==> src/include/etx_settings.svh <==
`ifndef ETX_SETTINGS_SVH
`define ETX_SETTINGS_SVH

// ##################################################
// fifo sizing
// ##################################################

// entries per channel fifo
// also the deepest burst preloaded per channel
`define ETX_FIFO_DEPTH 8

// ##################################################
// link frame lengths, in bytes
// ##################################################

// writes and read responses carry the full word
`define ETX_FULL_BYTES 13
// read requests drop the 4 data bytes
`define ETX_RQ_BYTES 9

// cycle limit for any testbench wait loop
`define ETX_TIMEOUT 400

`endif

==> src/rtl/etx_link_pkg.sv <==
package etx_link_pkg;

  // ##################################################
  // link side types
  // ##################################################

  // one byte on the parallel link
  typedef logic [7:0] link_byte_t;

  // byte index inside a frame
  // 4 bits covers the 13 byte frame
  typedef logic [3:0] frame_cnt_t;

endpackage

==> src/rtl/emesh_pkg.sv <==
`include "etx_settings.svh"

package emesh_pkg;
  import etx_link_pkg::*;

  // source channels, highest priority first
  typedef enum logic [1:0] {
    CHAN_RR = 2'd0,
    CHAN_RQ = 2'd1,
    CHAN_WR = 2'd2
  } etx_chan_t;

  // emesh transaction, 103 bits plus a leading pad bit
  typedef struct packed {
    logic        pad;
    logic        write;
    logic [1:0]  datamode;
    logic [3:0]  ctrlmode;
    logic [31:0] dstaddr;
    logic [31:0] srcaddr;
    logic [31:0] data;
  } emesh_packet_t;

  // same 104 bits seen as fields or as link byte lanes
  // lane 12 is the first byte on the wire
  typedef union packed {
    emesh_packet_t                      pkt;
    link_byte_t [`ETX_FULL_BYTES-1:0]   lanes;
  } emesh_word_t;

endpackage

==> src/rtl/emesh_if.sv <==
`timescale 1ns/1ps

interface emesh_if import emesh_pkg::*; ();

  // transaction offered while access is high
  logic        access;
  // held stable until ack
  emesh_word_t packet;
  // one cycle pulse with the last link byte
  logic        ack;

  // arbiter side
  modport master (
    output access,
    output packet,
    input  ack
  );

  // framer side
  modport slave (
    input  access,
    input  packet,
    output ack
  );

endinterface

==> src/rtl/etx_fifo.sv <==
`timescale 1ns/1ps
`include "etx_settings.svh"

module etx_fifo import emesh_pkg::*; (
  input  logic        tx_lclk_par,
  input  logic        reset,
  input  logic        push,
  input  emesh_word_t push_data,
  input  logic        rd_en,
  output emesh_word_t rd_data,
  output logic        empty,
  output logic        full
);

  localparam int DEPTH = `ETX_FIFO_DEPTH;
  localparam int AW    = $clog2(DEPTH);

  emesh_word_t   mem [DEPTH];
  logic [AW-1:0] wr_ptr;
  logic [AW-1:0] rd_ptr;
  logic [AW:0]   count;
  logic          do_push;
  logic          do_pop;

  // push while full is dropped
  assign do_push = push & ~full;
  assign do_pop  = rd_en & ~empty;

  assign empty   = (count == '0);
  assign full    = (count == (AW + 1)'(DEPTH));
  // head word, valid whenever empty is low
  assign rd_data = mem[rd_ptr];

  // ##################################################
  // pointers and occupancy
  // ##################################################
  always_ff @(posedge tx_lclk_par) begin
    if (reset) begin
      wr_ptr <= '0;
      rd_ptr <= '0;
      count  <= '0;
    end else begin
      if (do_push) begin
        wr_ptr <= (wr_ptr == AW'(DEPTH - 1)) ? '0 : wr_ptr + 1'b1;
      end
      if (do_pop) begin
        rd_ptr <= (rd_ptr == AW'(DEPTH - 1)) ? '0 : rd_ptr + 1'b1;
      end
      // simultaneous push and pop keeps the count
      if (do_push && !do_pop) begin
        count <= count + 1'b1;
      end else if (do_pop && !do_push) begin
        count <= count - 1'b1;
      end
    end
  end

  // storage
  always_ff @(posedge tx_lclk_par) begin
    if (do_push) begin
      mem[wr_ptr] <= push_data;
    end
  end

endmodule

==> src/rtl/etx_arbiter.sv <==
`timescale 1ns/1ps

module etx_arbiter import emesh_pkg::*; (
  input  logic        tx_lclk_par,
  input  logic        reset,
  // read response fifo
  input  emesh_word_t rr_data,
  input  logic        rr_empty,
  output logic        rr_rd_en,
  // read request fifo
  input  emesh_word_t rq_data,
  input  logic        rq_empty,
  output logic        rq_rd_en,
  // write fifo
  input  emesh_word_t wr_data,
  input  logic        wr_empty,
  output logic        wr_rd_en,
  // link back-pressure levels
  input  logic        rd_wait,
  input  logic        wr_wait,
  emesh_if.master     tx
);

  logic        rr_ready;
  logic        rq_ready;
  logic        wr_ready;
  logic        pick;
  etx_chan_t   pick_chan;
  emesh_word_t pick_data;
  logic        access_q;
  emesh_word_t packet_q;

  // ##################################################
  // fixed priority, rr over rq over wr
  // ##################################################

  // responses go out as writes, so wr_wait holds them
  assign rr_ready = ~rr_empty & ~wr_wait;
  assign rq_ready = ~rq_empty & ~rd_wait & ~rr_ready;
  assign wr_ready = ~wr_empty & ~wr_wait & ~rr_ready & ~rq_ready;

  // new pick only when idle or on the ack of the current one
  assign pick = (rr_ready | rq_ready | wr_ready) & (~access_q | tx.ack);

  always_comb begin
    pick_chan = CHAN_WR;
    if (rr_ready) begin
      pick_chan = CHAN_RR;
    end else if (rq_ready) begin
      pick_chan = CHAN_RQ;
    end
  end

  // one pop per pick, combinational in the pick cycle
  assign rr_rd_en = pick & (pick_chan == CHAN_RR);
  assign rq_rd_en = pick & (pick_chan == CHAN_RQ);
  assign wr_rd_en = pick & (pick_chan == CHAN_WR);

  // head word of the granted fifo
  always_comb begin
    case (pick_chan)
      CHAN_RR: pick_data = rr_data;
      CHAN_RQ: pick_data = rq_data;
      default: pick_data = wr_data;
    endcase
  end

  // ##################################################
  // hold granted transaction until ack
  // ##################################################
  always_ff @(posedge tx_lclk_par) begin
    if (reset) begin
      access_q <= 1'b0;
    end else if (pick) begin
      access_q <= 1'b1;
    end else if (tx.ack) begin
      access_q <= 1'b0;
    end
  end

  always_ff @(posedge tx_lclk_par) begin
    if (pick) begin
      packet_q <= pick_data;
    end
  end

  assign tx.access = access_q;
  assign tx.packet = packet_q;

endmodule

==> src/rtl/etx_framer.sv <==
`timescale 1ns/1ps
`include "etx_settings.svh"

module etx_framer import etx_link_pkg::*; (
  input  logic       tx_lclk_par,
  input  logic       reset,
  emesh_if.slave     rx,
  output logic       link_frame,
  output link_byte_t link_byte
);

  localparam frame_cnt_t LAST_FULL = frame_cnt_t'(`ETX_FULL_BYTES - 1);
  localparam frame_cnt_t LAST_RQ   = frame_cnt_t'(`ETX_RQ_BYTES - 1);

  logic       run;
  frame_cnt_t cnt;
  frame_cnt_t last_idx;
  frame_cnt_t lane_idx;
  logic       is_rq;
  logic       last;

  // ##################################################
  // frame length
  // ##################################################

  // responses carry the write bit, so write low means read request
  // datamode only sizes the read, any value is legal
  assign is_rq    = ~rx.packet.pkt.write;
  // request frame stops before the data lanes
  assign last_idx = is_rq ? LAST_RQ : LAST_FULL;

  // ##################################################
  // byte lanes out, msb first
  // ##################################################

  // drops for one cycle after an ack with no follow-on pick
  assign link_frame = run & rx.access;
  assign last       = link_frame & (cnt == last_idx);
  // ack rides on the last byte
  assign rx.ack     = last;

  // byte 0 is lane 12
  assign lane_idx  = LAST_FULL - cnt;
  assign link_byte = link_frame ? rx.packet.lanes[lane_idx] : '0;

  // run rises the cycle after access, stays up across back to back frames
  always_ff @(posedge tx_lclk_par) begin
    if (reset) begin
      run <= 1'b0;
      cnt <= '0;
    end else if (!run) begin
      run <= rx.access;
      cnt <= '0;
    end else if (!rx.access) begin
      // arbiter went idle after the last ack
      run <= 1'b0;
      cnt <= '0;
    end else if (last) begin
      // next packet loads on this edge
      cnt <= '0;
    end else begin
      cnt <= cnt + 1'b1;
    end
  end

endmodule

==> src/rtl/etx_top.sv <==
`timescale 1ns/1ps

module etx_top import emesh_pkg::*, etx_link_pkg::*; (
  input  logic          tx_lclk_par,
  input  logic          reset,
  // read responses
  input  emesh_packet_t rr_packet,
  input  logic          rr_push,
  output logic          rr_full,
  // read requests
  input  emesh_packet_t rq_packet,
  input  logic          rq_push,
  output logic          rq_full,
  // writes
  input  emesh_packet_t wr_packet,
  input  logic          wr_push,
  output logic          wr_full,
  // link side
  input  logic          link_rd_wait,
  input  logic          link_wr_wait,
  output logic          link_frame,
  output link_byte_t    link_byte
);

  emesh_word_t rr_word;
  emesh_word_t rq_word;
  emesh_word_t wr_word;
  emesh_word_t rr_head;
  emesh_word_t rq_head;
  emesh_word_t wr_head;
  logic        rr_empty;
  logic        rq_empty;
  logic        wr_empty;
  logic        rr_rd_en;
  logic        rq_rd_en;
  logic        wr_rd_en;

  emesh_if tx_if ();

  // packets enter as fields
  assign rr_word.pkt = rr_packet;
  assign rq_word.pkt = rq_packet;
  assign wr_word.pkt = wr_packet;

  // ##################################################
  // channel fifos
  // ##################################################
  etx_fifo fifo_rr (
    .tx_lclk_par(tx_lclk_par), .reset(reset),
    .push(rr_push), .push_data(rr_word),
    .rd_en(rr_rd_en), .rd_data(rr_head),
    .empty(rr_empty), .full(rr_full)
  );

  etx_fifo fifo_rq (
    .tx_lclk_par(tx_lclk_par), .reset(reset),
    .push(rq_push), .push_data(rq_word),
    .rd_en(rq_rd_en), .rd_data(rq_head),
    .empty(rq_empty), .full(rq_full)
  );

  etx_fifo fifo_wr (
    .tx_lclk_par(tx_lclk_par), .reset(reset),
    .push(wr_push), .push_data(wr_word),
    .rd_en(wr_rd_en), .rd_data(wr_head),
    .empty(wr_empty), .full(wr_full)
  );

  // ##################################################
  // arbiter and framer
  // ##################################################
  etx_arbiter arbiter (
    .tx_lclk_par(tx_lclk_par), .reset(reset),
    .rr_data(rr_head), .rr_empty(rr_empty), .rr_rd_en(rr_rd_en),
    .rq_data(rq_head), .rq_empty(rq_empty), .rq_rd_en(rq_rd_en),
    .wr_data(wr_head), .wr_empty(wr_empty), .wr_rd_en(wr_rd_en),
    .rd_wait(link_rd_wait), .wr_wait(link_wr_wait),
    .tx(tx_if.master)
  );

  etx_framer framer (
    .tx_lclk_par(tx_lclk_par), .reset(reset),
    .rx(tx_if.slave),
    .link_frame(link_frame), .link_byte(link_byte)
  );

endmodule

==> config.mk <==
export PLATFORM = sky130hd
export DESIGN_NAME = etx_top
export DESIGN_NICKNAME = d
export VERILOG_FILES = /design/src/rtl/etx_link_pkg.sv /design/src/rtl/emesh_pkg.sv /design/src/rtl/emesh_if.sv /design/src/rtl/etx_fifo.sv /design/src/rtl/etx_arbiter.sv /design/src/rtl/etx_framer.sv /design/src/rtl/etx_top.sv
export VERILOG_INCLUDE_DIRS = /design/src /design/src/include
export SDC_FILE = /design/constraint.sdc
export NUM_CORES = 2
export LEC_CHECK = 0
export BUFFER_PORTS_ARGS = -buffer_cell sky130_fd_sc_hd__buf_2
export CELL_PAD_IN_SITES_DETAIL_PLACEMENT = 0
export CELL_PAD_IN_SITES_GLOBAL_PLACEMENT = 1
export CORE_ASPECT_RATIO = 0.8
export CORE_UTILIZATION = 55
export DETAILED_ROUTE_END_ITERATION = 8
export PLACE_DENSITY = 0.88
export SYNTH_ARGS = -nofsm -noshare
export SYNTH_HDL_FRONTEND = slang
export SYNTH_SLANG_ARGS = --single-unit
export TNS_END_PERCENT = 10
==> constraint.sdc <==
create_clock -name tx_lclk_par -period 15.2 [get_ports tx_lclk_par]
set_clock_uncertainty 0.2 [all_clocks]
set_input_delay 0.76 -clock tx_lclk_par [delete_from_list [all_inputs] [get_ports tx_lclk_par]]
set_output_delay 0.76 -clock tx_lclk_par [all_outputs]
set_load 0.05 [all_outputs]
==> results.tsv <==
metric	value	unit
CP Launch Type	register	
vias in the first global route	49800	
Rows	140	
largest net degree at the start of global routing	159	
Max-Cap Viols	0	
Mapped Nets	4648	
crit share post-route	34.5	%
number of synthesized flops with an enable pin	2600	
height of the die	385	µm
detailed-route vias per instance	6.43	
hold path cells	3	
routed length per instance	33.3	µm
Logic pwr share	16.8	%
Worst slew margin	16.3	%
initial DRC count	6425	
Area Overhead vs Synth	14.6	%
post-synthesis register bit count	2645	
top cells by area, synth	edfxtp_1, mux4_2, mux2i_1, mux2_2, o221ai_1	
Final Util	63.5	%
RSZ-0062 raised after global routing	no	
Fmax achieved	191	MHz
overall die width	481	µm
total power	17.5	mW
grt ovf	0	
CP Data Required Time	14240	ps
CTS resizes	0	
endpoints failing setup	0	
ys flop type	edfxtp_1	
Synth top area share	77.5	%
antenna violations before repair	64	
worst hold start	link_wr_wait	
area leader, netlist	edfxtp_1	
Pwr Density	152	mW/mm²
post-route antenna net violation count	0	
clock transition at the registers of the reported paths	70	ps
worst reg2reg setup slack	10610	ps
worst slew pin tran	1250	ps
CP Max Fanout	30	
worst hold path type	in2reg	
hpwl dp	145000	µm
WP data arrival	4280	ps
static leakage	35.6	nW
Pins Over Slew Limit	0	
most frequent cells in the layout	edfxtp_1, mux4_2, buf_2	
total routed wirelength	254000	µm
Final nets	5360	
Root Buffer	clkbuf_16	
Pint	12.8	mW
Setup CP Type	reg2out	
post-synth cell types	42	
Setup TNS	0	ps
# port buffers	330	
Period minus WS final	5240	ps
Hold Violations, Final	0	
DIE AREA	0.185	mm²
GP Congestion	0.877	
Async S/R FF share, synth	0	%
Initial Util	55.4	%
Initial DRT Pass Iterations	8	
Worst R2R End	arbiter.tx.packet[36]$_DFFE_PN_	
Max VDD drop	0.000147	V
CTS Buf Count	226	
register area share after synthesis	78.4	%
nature of the critical path endpoint	output port	
cells after synthesis	4303	
share of layout cells above drive strength 1	28.8	%
Syn Area/Cell	23.4	µm²
Switch Pwr	4.67	mW
TritonCTS clock tree	done	
CTS H-Tree Depth	4	
DRC errors left	0	
run status	complete, no violations	
total track usage	27.7	%
most common cell after layout, fill and taps aside	edfxtp_1	
Switching Fraction	26.7	%
cell area after synthesis	0.101	mm²
first-pass GRT wire length	361000	µm
cts hold-fix bufs	312	
sequential share of power	51.7	%
Skew-Pair Late Insertion Delay	860	ps
Num Clock Sinks	2645	
R2R depth	6	
Boundary Pins	331	
core area	0.182	mm²
Clock Path Buffers	3	
via count	49100	
# Post-CTS Setup Buffers	0	
warnings from Yosys	0	
clock share of power	31.5	%
-- logic make-up (layout without fill, tap and decap cells) --
logic type,count (synthesis),count (layout),synth area share (%)
other cells,0,26,0
buf+inv,241,1141,0.982
simple gates,228,228,0.983
fa+ha+maj,26,26,0.345
mux,980,980,17.9
xor+xnor,13,13,0.113
flops,2645,2645,78.4
compound gates,170,170,1.29
-- cell usage after synthesis, types with 23 or more instances --
| cell | n |
|---|---|
| a21oi_1 | 30 |
| buf_1 | 48 |
| buf_2 | 62 |
| clkbuf_1 | 118 |
| dfxtp_1 | 45 |
| edfxtp_1 | 2600 |
| ha_1 | 23 |
| mux2_2 | 114 |
| mux2i_1 | 217 |
| mux4_2 | 648 |
| nand2_1 | 137 |
| nor2_1 | 39 |
| o221ai_1 | 103 |
-- final cells by class --
class | instances | area, µm²
antenna | 26 | 65.1
clock buffer | 291 | 5960
clock inverter | 125 | 956
fill | 11400 | 66500
inverter | 12 | 45.0
multi-input combinational | 1417 | 21000
sequential | 2645 | 79000
tap | 2414 | 3020
timing repair buffer | 713 | 5500
-- worst max path at each step --
stage / cells after the start / slack (ps) / end / start
final: 7 / 9960 / link_byte[3] / framer.cnt[0]$_SDFF_PP0_
after floorplan: 3 / 3240 / fifo_rq.mem[0][0]$_DFFE_PP_ / rq_push
after global placement: 6 / 10540 / arbiter.tx.packet[32]$_DFFE_PN_ / register
after CTS: 7 / 9940 / link_byte[3] / framer.cnt[0]$_SDFF_PP0_
after detailed placement: 6 / 10510 / arbiter.tx.packet[32]$_DFFE_PN_ / register
after global routing: 7 / 9790 / link_byte[3] / framer.cnt[0]$_SDFF_PP0_
-- state kept, by name, summed over array words and instances, names as in the netlist, 4 cells and up, named ones only --
name and count:
arbiter.tx.packet 104, framer.cnt 4, fifo_wr.count 4, fifo_rq.count 4, fifo_rr.mem 832, fifo_wr.mem 832
fifo_rr.count 4, fifo_rq.mem 832
-- layer usage --
| layer | vias to the layer above | wire length [µm] | share of wire, % | track usage [%] |
|---|---|---|---|---|
| met5 | - | 247 | 0.097 | 0 |
| met1 | 25600 | 87500 | 34 | 35.7 |
| met3 | 554 | 25900 | 10 | 6.03 |
| met2 | 3137 | 128000 | 50 | 46.2 |
| met4 | 38 | 12300 | 4.8 | 11.6 |
| li1 | 19800 | - | - | - |
-- power groups by stage --
stage	registers, mW	logic, mW	clock network [mW]
floorplan	8.99	1.91	0
global placement	9.16	2.75	0
detailed placement	9.17	2.80	0
CTS	9.04	2.93	5.57
global route	9.08	3.07	5.82
finish	9.06	2.93	5.52
-- worst max-delay path: stages, from the launching register on --
cell	delay [ps]
dfxtp_2	970
inv_1	110
ha_1	330
buf_4	260
nor2_1	540
a31oi_1	160
a21oi_1	660
buf_2	390
-- stage by stage --
stage                     worst slack, ps  instances  instance area, µm²  hold slack (ps)
after floorplan                      3240       4303              101000              264
after global placement              10540       6889              105000              270
after detailed placement            10510       6889              105000              286
after CTS                            9940       7617              115000              193
after global routing                 9790       7625              115000              249
final                                9960       7643              116000              259
Note: power is estimated with default switching activity, not from simulation.
